[src/uart_pkg.sv]
package uart_pkg;

    // bus geometry
    localparam int DATA_WIDTH = 32;
    localparam int ADDR_WIDTH = 32;
    localparam int BE_WIDTH   = DATA_WIDTH / 8;

    // fifo sizing
    localparam int FIFO_DEPTH = 4;
    localparam int FIFO_PTR_W = $clog2(FIFO_DEPTH);
    localparam int FIFO_CNT_W = $clog2(FIFO_DEPTH + 1);

    localparam int BAUD_WIDTH = 16; // bit period is divisor + 1 clocks

    // register map, byte offsets
    localparam logic [ADDR_WIDTH-1:0] ADDR_BAUD_L   = 32'h0000_0000;
    localparam logic [ADDR_WIDTH-1:0] ADDR_BAUD_H   = 32'h0000_0004;
    localparam logic [ADDR_WIDTH-1:0] ADDR_STATUS   = 32'h0000_0008;
    localparam logic [ADDR_WIDTH-1:0] ADDR_DATA     = 32'h0000_000c;
    localparam logic [ADDR_WIDTH-1:0] ADDR_INT_EN   = 32'h0000_0010;
    localparam logic [ADDR_WIDTH-1:0] ADDR_INT_PEND = 32'h0000_0014;

    // interrupt sources
    localparam int INT_NUM      = 2;
    localparam int INT_RX_READY = 0;
    localparam int INT_TX_EMPTY = 1;

    // host request, held stable while req is high
    typedef struct packed {
        logic                  req;
        logic                  wr;
        logic [ADDR_WIDTH-1:0] addr;
        logic [DATA_WIDTH-1:0] wdata;
        logic [BE_WIDTH-1:0]   be;
    } bus_req_t;

    typedef struct packed {
        logic                  ack;
        logic                  err; // only meaningful with ack
        logic [DATA_WIDTH-1:0] rdata;
    } bus_rsp_t;

    typedef enum logic [1:0] {
        ST_ISSUE,
        ST_RETIRE,
        ST_DONE
    } ctrl_state_e;

    typedef enum logic [1:0] {
        LN_IDLE,
        LN_START,
        LN_DATA,
        LN_STOP
    } line_state_e;

endpackage

[src/uart_fifo.sv]
`timescale 1ns/10ps

module uart_fifo
    import uart_pkg::*;
(
    input  logic       clk,
    input  logic       rst_n,
    input  logic       i_push,
    input  logic [7:0] i_data,
    input  logic       i_pop,
    output logic [7:0] o_data,
    output logic       o_full,
    output logic       o_empty
);

    logic [7:0]            mem [FIFO_DEPTH];
    logic [FIFO_PTR_W-1:0] wr_ptr;
    logic [FIFO_PTR_W-1:0] rd_ptr;
    logic [FIFO_CNT_W-1:0] count;
    logic                  do_push;
    logic                  do_pop;

    assign do_push = i_push & ~o_full;  // push into a full fifo is lost
    assign do_pop  = i_pop & ~o_empty;
    assign o_full  = (count == FIFO_CNT_W'(FIFO_DEPTH));
    assign o_empty = (count == '0);
    assign o_data  = mem[rd_ptr];       // head byte, valid when not empty

    always_ff @(posedge clk) begin
        if (do_push) begin
            mem[wr_ptr] <= i_data;
        end
    end

    always_ff @(posedge clk) begin
        if (!rst_n) begin
            wr_ptr <= '0;
            rd_ptr <= '0;
            count  <= '0;
        end else begin
            if (do_push) begin
                wr_ptr <= (wr_ptr == FIFO_PTR_W'(FIFO_DEPTH - 1)) ? '0 : wr_ptr + 1'b1;
            end
            if (do_pop) begin
                rd_ptr <= (rd_ptr == FIFO_PTR_W'(FIFO_DEPTH - 1)) ? '0 : rd_ptr + 1'b1;
            end
            case ({do_push, do_pop})
                2'b10:   count <= count + 1'b1;
                2'b01:   count <= count - 1'b1;
                default: count <= count;    // both or neither
            endcase
        end
    end

endmodule

[src/uart_tx.sv]
`timescale 1ns/10ps

module uart_tx
    import uart_pkg::*;
(
    input  logic                  clk,
    input  logic                  rst_n,
    input  logic [BAUD_WIDTH-1:0] i_baud_div,
    input  logic                  i_fifo_empty,
    input  logic [7:0]            i_fifo_data,
    output logic                  o_fifo_pop,
    output logic                  o_tx
);

    line_state_e           state;
    logic [BAUD_WIDTH-1:0] cnt;        // clocks into current bit
    logic [2:0]            bit_idx;
    logic [7:0]            shift;
    logic                  bit_end;

    assign bit_end = (cnt == i_baud_div);

    // take the head byte on the edge that leaves idle
    assign o_fifo_pop = (state == LN_IDLE) & ~i_fifo_empty;

    always_ff @(posedge clk) begin
        if (!rst_n) begin
            state   <= LN_IDLE;
            cnt     <= '0;
            bit_idx <= '0;
            o_tx    <= 1'b1;            // line idles high
        end else begin
            cnt <= bit_end ? '0 : cnt + 1'b1;
            case (state)
                LN_IDLE: begin
                    cnt <= '0;
                    if (!i_fifo_empty) begin
                        o_tx  <= 1'b0;  // start bit
                        state <= LN_START;
                    end
                end
                LN_START: begin
                    if (bit_end) begin
                        o_tx    <= shift[0];
                        bit_idx <= '0;
                        state   <= LN_DATA;
                    end
                end
                LN_DATA: begin
                    if (bit_end) begin
                        if (bit_idx == 3'd7) begin
                            o_tx  <= 1'b1;  // stop bit
                            state <= LN_STOP;
                        end else begin
                            o_tx    <= shift[0];
                            bit_idx <= bit_idx + 1'b1;
                        end
                    end
                end
                LN_STOP: begin
                    if (bit_end) begin
                        state <= LN_IDLE;
                    end
                end
                default: state <= LN_IDLE;
            endcase
        end
    end

    // shift register, lsb first
    always_ff @(posedge clk) begin
        if (o_fifo_pop) begin
            shift <= i_fifo_data;
        end else if (bit_end && (state == LN_START || state == LN_DATA)) begin
            shift <= {1'b0, shift[7:1]};
        end
    end

endmodule

[src/uart_rx.sv]
`timescale 1ns/10ps

module uart_rx
    import uart_pkg::*;
(
    input  logic                  clk,
    input  logic                  rst_n,
    input  logic [BAUD_WIDTH-1:0] i_baud_div,
    input  logic                  i_rx,
    input  logic                  i_fifo_full,
    output logic                  o_push,
    output logic [7:0]            o_byte,
    output logic                  o_overrun
);

    line_state_e           state;
    logic                  rx_meta;
    logic                  rx_sync;
    logic                  rx_prev;    // for the start edge
    logic [BAUD_WIDTH-1:0] cnt;
    logic [2:0]            bit_idx;
    logic [7:0]            shift;
    logic                  bit_end;
    logic                  half_bit;

    assign bit_end  = (cnt == i_baud_div);
    assign half_bit = (cnt == {1'b0, i_baud_div[BAUD_WIDTH-1:1]});
    assign o_byte   = shift;        // stable until the next frame shifts in

    // two flops on the async pin
    always_ff @(posedge clk) begin
        if (!rst_n) begin
            rx_meta <= 1'b1;
            rx_sync <= 1'b1;
            rx_prev <= 1'b1;
        end else begin
            rx_meta <= i_rx;
            rx_sync <= rx_meta;
            rx_prev <= rx_sync;
        end
    end

    always_ff @(posedge clk) begin
        if (!rst_n) begin
            state     <= LN_IDLE;
            cnt       <= '0;
            bit_idx   <= '0;
            o_push    <= 1'b0;
            o_overrun <= 1'b0;
        end else begin
            o_push    <= 1'b0;
            o_overrun <= 1'b0;
            cnt       <= cnt + 1'b1;
            case (state)
                LN_IDLE: begin
                    cnt <= '0;
                    if (rx_prev && !rx_sync) begin
                        state <= LN_START;  // falling edge seen
                    end
                end
                LN_START: begin
                    if (half_bit) begin
                        cnt <= '0;          // now aligned to bit centres
                        if (!rx_sync) begin
                            bit_idx <= '0;
                            state   <= LN_DATA;
                        end else begin
                            state <= LN_IDLE;   // glitch, not a start bit
                        end
                    end
                end
                LN_DATA: begin
                    if (bit_end) begin
                        cnt <= '0;
                        if (bit_idx == 3'd7) begin
                            state <= LN_STOP;
                        end else begin
                            bit_idx <= bit_idx + 1'b1;
                        end
                    end
                end
                LN_STOP: begin
                    if (bit_end) begin
                        cnt   <= '0;
                        state <= LN_IDLE;
                        if (rx_sync) begin  // framing error drops the byte
                            o_push    <= ~i_fifo_full;
                            o_overrun <= i_fifo_full;
                        end
                    end
                end
                default: state <= LN_IDLE;
            endcase
        end
    end

    always_ff @(posedge clk) begin
        if (state == LN_DATA && bit_end) begin
            shift <= {rx_sync, shift[7:1]};
        end
    end

endmodule

[src/uart_bus_ctrl.sv]
`timescale 1ns/10ps

module uart_bus_ctrl
    import uart_pkg::*;
(
    input  logic                  clk,
    input  logic                  rst_n,
    input  bus_req_t              i_bus,
    input  logic                  i_tx_full,
    input  logic                  i_tx_empty,
    input  logic                  i_rx_empty,
    input  logic [7:0]            i_rx_data,
    input  logic                  i_overrun,
    output bus_rsp_t              o_bus,
    output logic                  o_irq,
    output logic [BAUD_WIDTH-1:0] o_baud_div,
    output logic                  o_tx_push,
    output logic [7:0]            o_tx_data,
    output logic                  o_rx_pop
);

    ctrl_state_e           state;
    logic                  ack_q;
    logic                  err_q;
    logic [DATA_WIDTH-1:0] rdata_q;
    logic [BAUD_WIDTH-1:0] baud_div;
    logic [INT_NUM-1:0]    int_en;
    logic [INT_NUM-1:0]    int_pend;
    logic                  overrun_q;  // sticky until status read
    logic                  rx_rdy_prev;
    logic                  tx_empty_prev;

    logic                  addr_ok;
    logic                  access_err;
    logic                  issue;
    logic                  wr_hit;
    logic                  rd_hit;
    logic [DATA_WIDTH-1:0] rd_data;
    logic [INT_NUM-1:0]    pend_set;
    logic [INT_NUM-1:0]    pend_clr;
    logic                  ovr_clr;

    assign o_bus      = '{ack: ack_q, err: err_q, rdata: rdata_q};
    assign o_baud_div = baud_div;
    assign o_irq      = |(int_pend & int_en);

    // read mux and address check
    always_comb begin
        addr_ok = 1'b1;
        rd_data = '0;
        case (i_bus.addr)
            ADDR_BAUD_L: begin
                if (i_bus.be[1]) begin
                    rd_data = DATA_WIDTH'(baud_div);
                end else begin
                    rd_data = DATA_WIDTH'(baud_div[7:0]);
                end
            end
            ADDR_BAUD_H:   rd_data = DATA_WIDTH'(baud_div[15:8]);
            ADDR_STATUS:   rd_data = DATA_WIDTH'({overrun_q, i_tx_full, ~i_rx_empty});
            ADDR_DATA:     rd_data = i_rx_empty ? '0 : DATA_WIDTH'(i_rx_data);
            ADDR_INT_EN:   rd_data = DATA_WIDTH'(int_en);
            ADDR_INT_PEND: rd_data = DATA_WIDTH'(int_pend);
            default:       addr_ok = 1'b0;
        endcase
    end

    assign access_err = ~i_bus.be[0] | ~addr_ok;    // byte lane 0 is mandatory
    assign issue      = (state == ST_ISSUE) & i_bus.req & ~access_err;
    assign wr_hit     = issue & i_bus.wr;
    assign rd_hit     = issue & ~i_bus.wr;

    // interrupt sources fire on rising edges only
    always_comb begin
        pend_set               = '0;
        pend_set[INT_RX_READY] = ~i_rx_empty & ~rx_rdy_prev;
        pend_set[INT_TX_EMPTY] = i_tx_empty & ~tx_empty_prev;
        pend_clr               = '0;
        if (wr_hit && i_bus.addr == ADDR_INT_PEND) begin
            pend_clr = i_bus.wdata[INT_NUM-1:0];    // write 1 to clear
        end
        ovr_clr = rd_hit & (i_bus.addr == ADDR_STATUS);
    end

    always_ff @(posedge clk) begin
        if (!rst_n) begin
            state         <= ST_ISSUE;
            ack_q         <= 1'b0;
            err_q         <= 1'b0;
            rdata_q       <= '0;
            baud_div      <= '0;
            int_en        <= '0;
            int_pend      <= '0;
            overrun_q     <= 1'b0;
            rx_rdy_prev   <= 1'b0;
            tx_empty_prev <= 1'b1;      // fifo comes out of reset empty
            o_tx_push     <= 1'b0;
            o_rx_pop      <= 1'b0;
        end else begin
            o_tx_push     <= 1'b0;
            o_rx_pop      <= 1'b0;
            rx_rdy_prev   <= ~i_rx_empty;
            tx_empty_prev <= i_tx_empty;
            // a new event wins over a clear in the same cycle
            int_pend      <= (int_pend & ~pend_clr) | pend_set;
            overrun_q     <= (overrun_q & ~ovr_clr) | i_overrun;

            case (state)
                ST_ISSUE: begin
                    if (i_bus.req) begin
                        if (access_err) begin
                            ack_q <= 1'b1;  // fast error response
                            err_q <= 1'b1;
                            state <= ST_DONE;
                        end else begin
                            rdata_q <= i_bus.wr ? rdata_q : rd_data;
                            state   <= ST_RETIRE;
                        end
                    end
                end
                ST_RETIRE: begin
                    ack_q <= 1'b1;
                    state <= ST_DONE;
                end
                ST_DONE: begin
                    if (!i_bus.req) begin
                        ack_q <= 1'b0;
                        err_q <= 1'b0;
                        state <= ST_ISSUE;
                    end
                end
                default: state <= ST_ISSUE;
            endcase

            if (wr_hit) begin
                case (i_bus.addr)
                    ADDR_BAUD_L: begin
                        if (i_bus.be[1]) begin
                            baud_div <= i_bus.wdata[15:0];
                        end else begin
                            baud_div[7:0] <= i_bus.wdata[7:0];
                        end
                    end
                    ADDR_BAUD_H: baud_div[15:8] <= i_bus.wdata[7:0];
                    ADDR_DATA:   o_tx_push <= ~i_tx_full;  // dropped when full
                    ADDR_INT_EN: int_en <= i_bus.wdata[INT_NUM-1:0];
                    default:     ;  // status is read only, pend handled above
                endcase
            end

            if (rd_hit && i_bus.addr == ADDR_DATA) begin
                o_rx_pop <= ~i_rx_empty;
            end
        end
    end

    // byte for the transmit fifo, qualified by o_tx_push
    always_ff @(posedge clk) begin
        if (wr_hit && i_bus.addr == ADDR_DATA) begin
            o_tx_data <= i_bus.wdata[7:0];
        end
    end

endmodule

[src/uart_periph.sv]
`timescale 1ns/10ps

module uart_periph
    import uart_pkg::*;
(
    input  logic     clk,
    input  logic     rst_n,
    input  bus_req_t i_bus,
    input  logic     i_rx,
    output bus_rsp_t o_bus,
    output logic     o_irq,
    output logic     o_tx
);

    logic [BAUD_WIDTH-1:0] baud_div;
    logic                  tx_push;
    logic [7:0]            tx_wdata;
    logic                  tx_pop;
    logic [7:0]            tx_head;
    logic                  tx_full;
    logic                  tx_empty;
    logic                  rx_push;
    logic [7:0]            rx_byte;
    logic                  rx_pop;
    logic [7:0]            rx_head;
    logic                  rx_full;
    logic                  rx_empty;
    logic                  overrun;

    uart_bus_ctrl u_ctrl (
        .clk        (clk),
        .rst_n      (rst_n),
        .i_bus      (i_bus),
        .i_tx_full  (tx_full),
        .i_tx_empty (tx_empty),
        .i_rx_empty (rx_empty),
        .i_rx_data  (rx_head),
        .i_overrun  (overrun),
        .o_bus      (o_bus),
        .o_irq      (o_irq),
        .o_baud_div (baud_div),
        .o_tx_push  (tx_push),
        .o_tx_data  (tx_wdata),
        .o_rx_pop   (rx_pop)
    );

    uart_fifo tx_fifo (
        .clk     (clk),
        .rst_n   (rst_n),
        .i_push  (tx_push),
        .i_data  (tx_wdata),
        .i_pop   (tx_pop),
        .o_data  (tx_head),
        .o_full  (tx_full),
        .o_empty (tx_empty)
    );

    uart_fifo rx_fifo (
        .clk     (clk),
        .rst_n   (rst_n),
        .i_push  (rx_push),
        .i_data  (rx_byte),
        .i_pop   (rx_pop),
        .o_data  (rx_head),
        .o_full  (rx_full),
        .o_empty (rx_empty)
    );

    uart_tx u_tx (
        .clk          (clk),
        .rst_n        (rst_n),
        .i_baud_div   (baud_div),
        .i_fifo_empty (tx_empty),
        .i_fifo_data  (tx_head),
        .o_fifo_pop   (tx_pop),
        .o_tx         (o_tx)
    );

    uart_rx u_rx (
        .clk         (clk),
        .rst_n       (rst_n),
        .i_baud_div  (baud_div),
        .i_rx        (i_rx),
        .i_fifo_full (rx_full),
        .o_push      (rx_push),
        .o_byte      (rx_byte),
        .o_overrun   (overrun)
    );

endmodule

[config.mk]
export PLATFORM = sky130hd
export DESIGN_NAME = uart_periph
export DESIGN_NICKNAME = d
export VERILOG_FILES = /design/src/uart_pkg.sv /design/src/uart_fifo.sv /design/src/uart_tx.sv /design/src/uart_rx.sv /design/src/uart_bus_ctrl.sv /design/src/uart_periph.sv
export SDC_FILE = /design/constraint.sdc
export NUM_CORES = 1
export LEC_CHECK = 0
export ABC_CLOCK_PERIOD_IN_PS = 5700
export BUFFER_PORTS_ARGS = -buffer_cell sky130_fd_sc_hd__buf_2
export CELL_PAD_IN_SITES_DETAIL_PLACEMENT = 0
export CELL_PAD_IN_SITES_GLOBAL_PLACEMENT = 1
export CORE_ASPECT_RATIO = 0.5
export CORE_MARGIN = 1
export CORE_UTILIZATION = 30
export CTS_CLUSTER_DIAMETER = 60
export DETAILED_ROUTE_END_ITERATION = 16
export PLACE_DENSITY_LB_ADDON = 0.1
export SLEW_MARGIN = 5
export SYNTH_ARGS = -nofsm -noshare
export SYNTH_HDL_FRONTEND = slang
export SYNTH_HIERARCHICAL = 1
export SYNTH_SLANG_ARGS = --single-unit
export TNS_END_PERCENT = 10
[constraint.sdc]
create_clock -name clk -period 5.7 [get_ports clk]
set_input_delay 1.14 -clock clk [delete_from_list [all_inputs] [get_ports clk]]
set_output_delay 1.14 -clock clk [all_outputs]
set_load 0.01 [all_outputs]
==> summary.txt <==
Run status
  – Status: finished, final reports clean

Min path
  – Hold depth: 1
  – Worst Hold Class: reg2reg

Logic synthesis
  – Synth async-reset ratio: 0
  – Top_reg_cell synth: dfxtp_1
  – Post-synth top area cell: edfxtp_1
  – Synth unique cells: 72
  – Mean Syn Cell Area: 11.7 µm²
  – Mux cell area share after synthesis: 0.0853
  – Yosys reg bits: 199
  – XOR/XNOR share of the synthesized area: 0.0775
  – Number of synthesized flops with an enable pin: 88
  – Synth top area cells: edfxtp_1 28%, dfxtp_1 24%, mux2i_1 3.8%
  – Cells after Synth: 804
  – Synth Area in Simple Gates: 0.171
  – Main combinational cell family by area after synthesis: simple AND/OR/NAND/NOR gates
  – Post-Syn Area: 9370 µm²
  – Adder-cell share of the synthesized area: 0.0337
  – Complex-gate fraction of the synthesized area: 0.0680
  – Yosys top cell area share: 0.282
  – Sequential area share after synthesis: 0.519
  – YS warnings: 6

Routing
  – Vias: 5992
  – Met3 routed WL: 597 µm
  – Top Layer Used: met4
  – Post-Route WL: 21700 µm
  – DRT met1 WL: 10400 µm
  – Routed len/inst: 16.7 µm
  – DR pass1 iterations: 4
  – Remaining DRCs: 0
  – Met2 wire length: 10300 µm
  – Post-route ant nets: 0
  – Drt first-iter violations: 317
  – Vias per Instance: 4.62

Pwr
  – VDD IR max: 0.208 mV
  – Final Power: 2.84 mW
  – P_leak: 3.73 nW
  – Power per standard cell area: 268 nW/µm²

Cells and area
  – Number of antenna diodes: 0
  – Finished Core Util: 0.348
  – Nets@finish: 959
  – Synth-to-Final Area Change: 13.2%
  – Share of cells above drive strength 1: 0.191
  – Multi-input gate area: 4140 µm²
  – Seq. cell area: 4860 µm²
  – Layout Cells excl Fill: 1298
  – Fillers: 3077
  – Most frequent cells in the layout: 111 x dfxtp_1, 88 x edfxtp_1, 74 x buf_2
  – Most common cell after layout, fill and taps aside: dfxtp_1

CTS
  – CTS H-Tree Depth: 4
  – CTS clk-pin slew, worst paths: 0.07 ns
  – CTS Root Cell: clkbuf_16
  – Deepest clock path buffer count: 2
  – Number of buffers created by CTS: 17
  – # clock sinks: 199
  – Post-cts gate resize count: 0
  – Clk_lat worst skew: 0.44 ns
  – CTS tree: done
  – Postcts setup bufs: 0
  – Cts hold-fix bufs: 0

Floorplanning
  – Top-level I/O count: 109
  – Die height: 127 µm
  – Die width: 252 µm
  – Core box area: 30500 µm²
  – Initial Util: 0.307
  – Row cnt: 45
  – Die Area: 32000 µm²

STA
  – Max-Slew Margin vs Limit: 0.274
  – Final setup fails: 0
  – Setup ws final: 2.50 ns
  – Final hold vios: 0
  – Crit path time final: 3.20 ns
  – Skew final: 0.00802 ns
  – Slew @ Worst Pin: 1.08 ns
  – RSZ-0062 raised after global routing: no
  – Count of pins over their slew limit: 0
  – Setup TNS: 0 ns
  – Max Fclk: 312 MHz
  – Tcrit/Tclk final: 0.562

Placed design
  – DP HPWL: 15500 µm
  – Cell total after placement: 1266
  – GPL Wtd Cong: 0.800
  – PortBufs: 74
  – Place WS: 1.99 ns

GRT
  – Global route total overflow: 0
  – Largest net degree at the start of global routing: 47
  – Global-route usage over all layers: 0.142
  – First-pass GRT wire length: 34000 µm
  – Initial antenna violation count: 0
  – Via count of the first global-routing pass: 5945

Flow run
  – Max_cap viols: 0

Setup path
  – CP startpoint kind: input pin
  – Worst r2r path cells: 4
  – Critical path type: in2reg
  – CP arrival: 3.26 ns
  – CP required: 5.76 ns
  – CP endpoint kind: flip-flop
  – CP Max Fanout: 9
cell families (layout without fill, tap and decap cells):
group           count (synthesis)  after routing
flops                         199            199
xor+xnor                       79             79
other cells                     1             16
compound gates                102            102
buf+inv                        76            132
fa+ha+maj                      24             24
mux                            59             59
simple gates                  264            264
power by group:
part	total (mW)	switching, mW	internal [mW]
logic	0.110	0.0682	0.0419
clock network	1.23	0.573	0.660
registers	1.50	0.00804	1.49
state kept, by name, summed over array words and instances, names as in the netlist, 2 cells and up, named ones only:
signal / count
rx_fifo/count: 3
rx_fifo/mem: 32
rx_fifo/rd_ptr: 2
rx_fifo/wr_ptr: 2
tx_fifo/count: 3
tx_fifo/mem: 32
tx_fifo/rd_ptr: 2
tx_fifo/wr_ptr: 2
u_ctrl/int_en: 2
u_ctrl/int_pend: 2
u_ctrl/o_baud_div: 16
u_ctrl/o_tx_data: 8
u_ctrl/rdata_q: 16
u_ctrl/state: 2
u_rx/bit_idx: 3
u_rx/cnt: 16
u_rx/o_byte: 8
u_tx/bit_idx: 3
u_tx/cnt: 16
u_tx/shift: 8
u_tx/state: 2
metal layers:
layer  track usage  up-vias
met5             0        -
met4        0.0570        0
met3        0.0302       21
met2         0.231       76
met1         0.183     2924
li1              -     2971
final cells by class:
type / instances / share of cell area
flip-flops and latches: 199 / 0.459
multi-input cells: 544 / 0.390
well taps: 423 / 0.0499
clock buffers: 18 / 0.0405
repair buffers: 77 / 0.0370
clock inverters: 14 / 0.0154
inverters: 23 / 0.00814
synth_stat cells, types with 10 or more instances:
| library cell | number |
|---|---|
| nand3_1 | 26 |
| xnor2_1 | 40 |
| buf_4 | 18 |
| mux4_2 | 16 |
| o21ai_0 | 33 |
| dfxtp_1 | 111 |
| clkbuf_1 | 16 |
| nor2_1 | 65 |
| nand2_1 | 55 |
| and2_1 | 14 |
| xor2_1 | 36 |
| edfxtp_1 | 88 |
| nand4_1 | 21 |
| inv_1 | 23 |
| a21oi_1 | 29 |
| a211oi_1 | 11 |
| mux2i_1 | 36 |
| ha_1 | 22 |
| nor2b_1 | 12 |
| nor4_4 | 10 |
worst paths after layout:
kind                        start                   to  slack, ns
setup / recovery        i_bus[56]  u_ctrl/o_tx_data[0]       2.50
hold / removal       u_rx/rx_meta         u_rx/rx_sync       0.41
setup reg to reg  u_ctrl/state[1]  u_ctrl/o_tx_data[0]       3.05
hold reg to reg      u_rx/rx_meta         u_rx/rx_sync       0.41
critical path, stage by stage:
cell     delay (ns)
buf_2          0.11
nor4_4         0.31
nand4_4        0.28
or2_1          0.44
nor4_2         0.96
stage by stage:
step	hold WS (ns)	instance area, µm²
floorplan	0.386	9430
global placement	0.398	10000
detailed placement	0.400	10000
CTS	0.416	10600
global route	0.425	10600
finish	0.412	10600
Note: power is estimated with default switching activity, not from simulation.
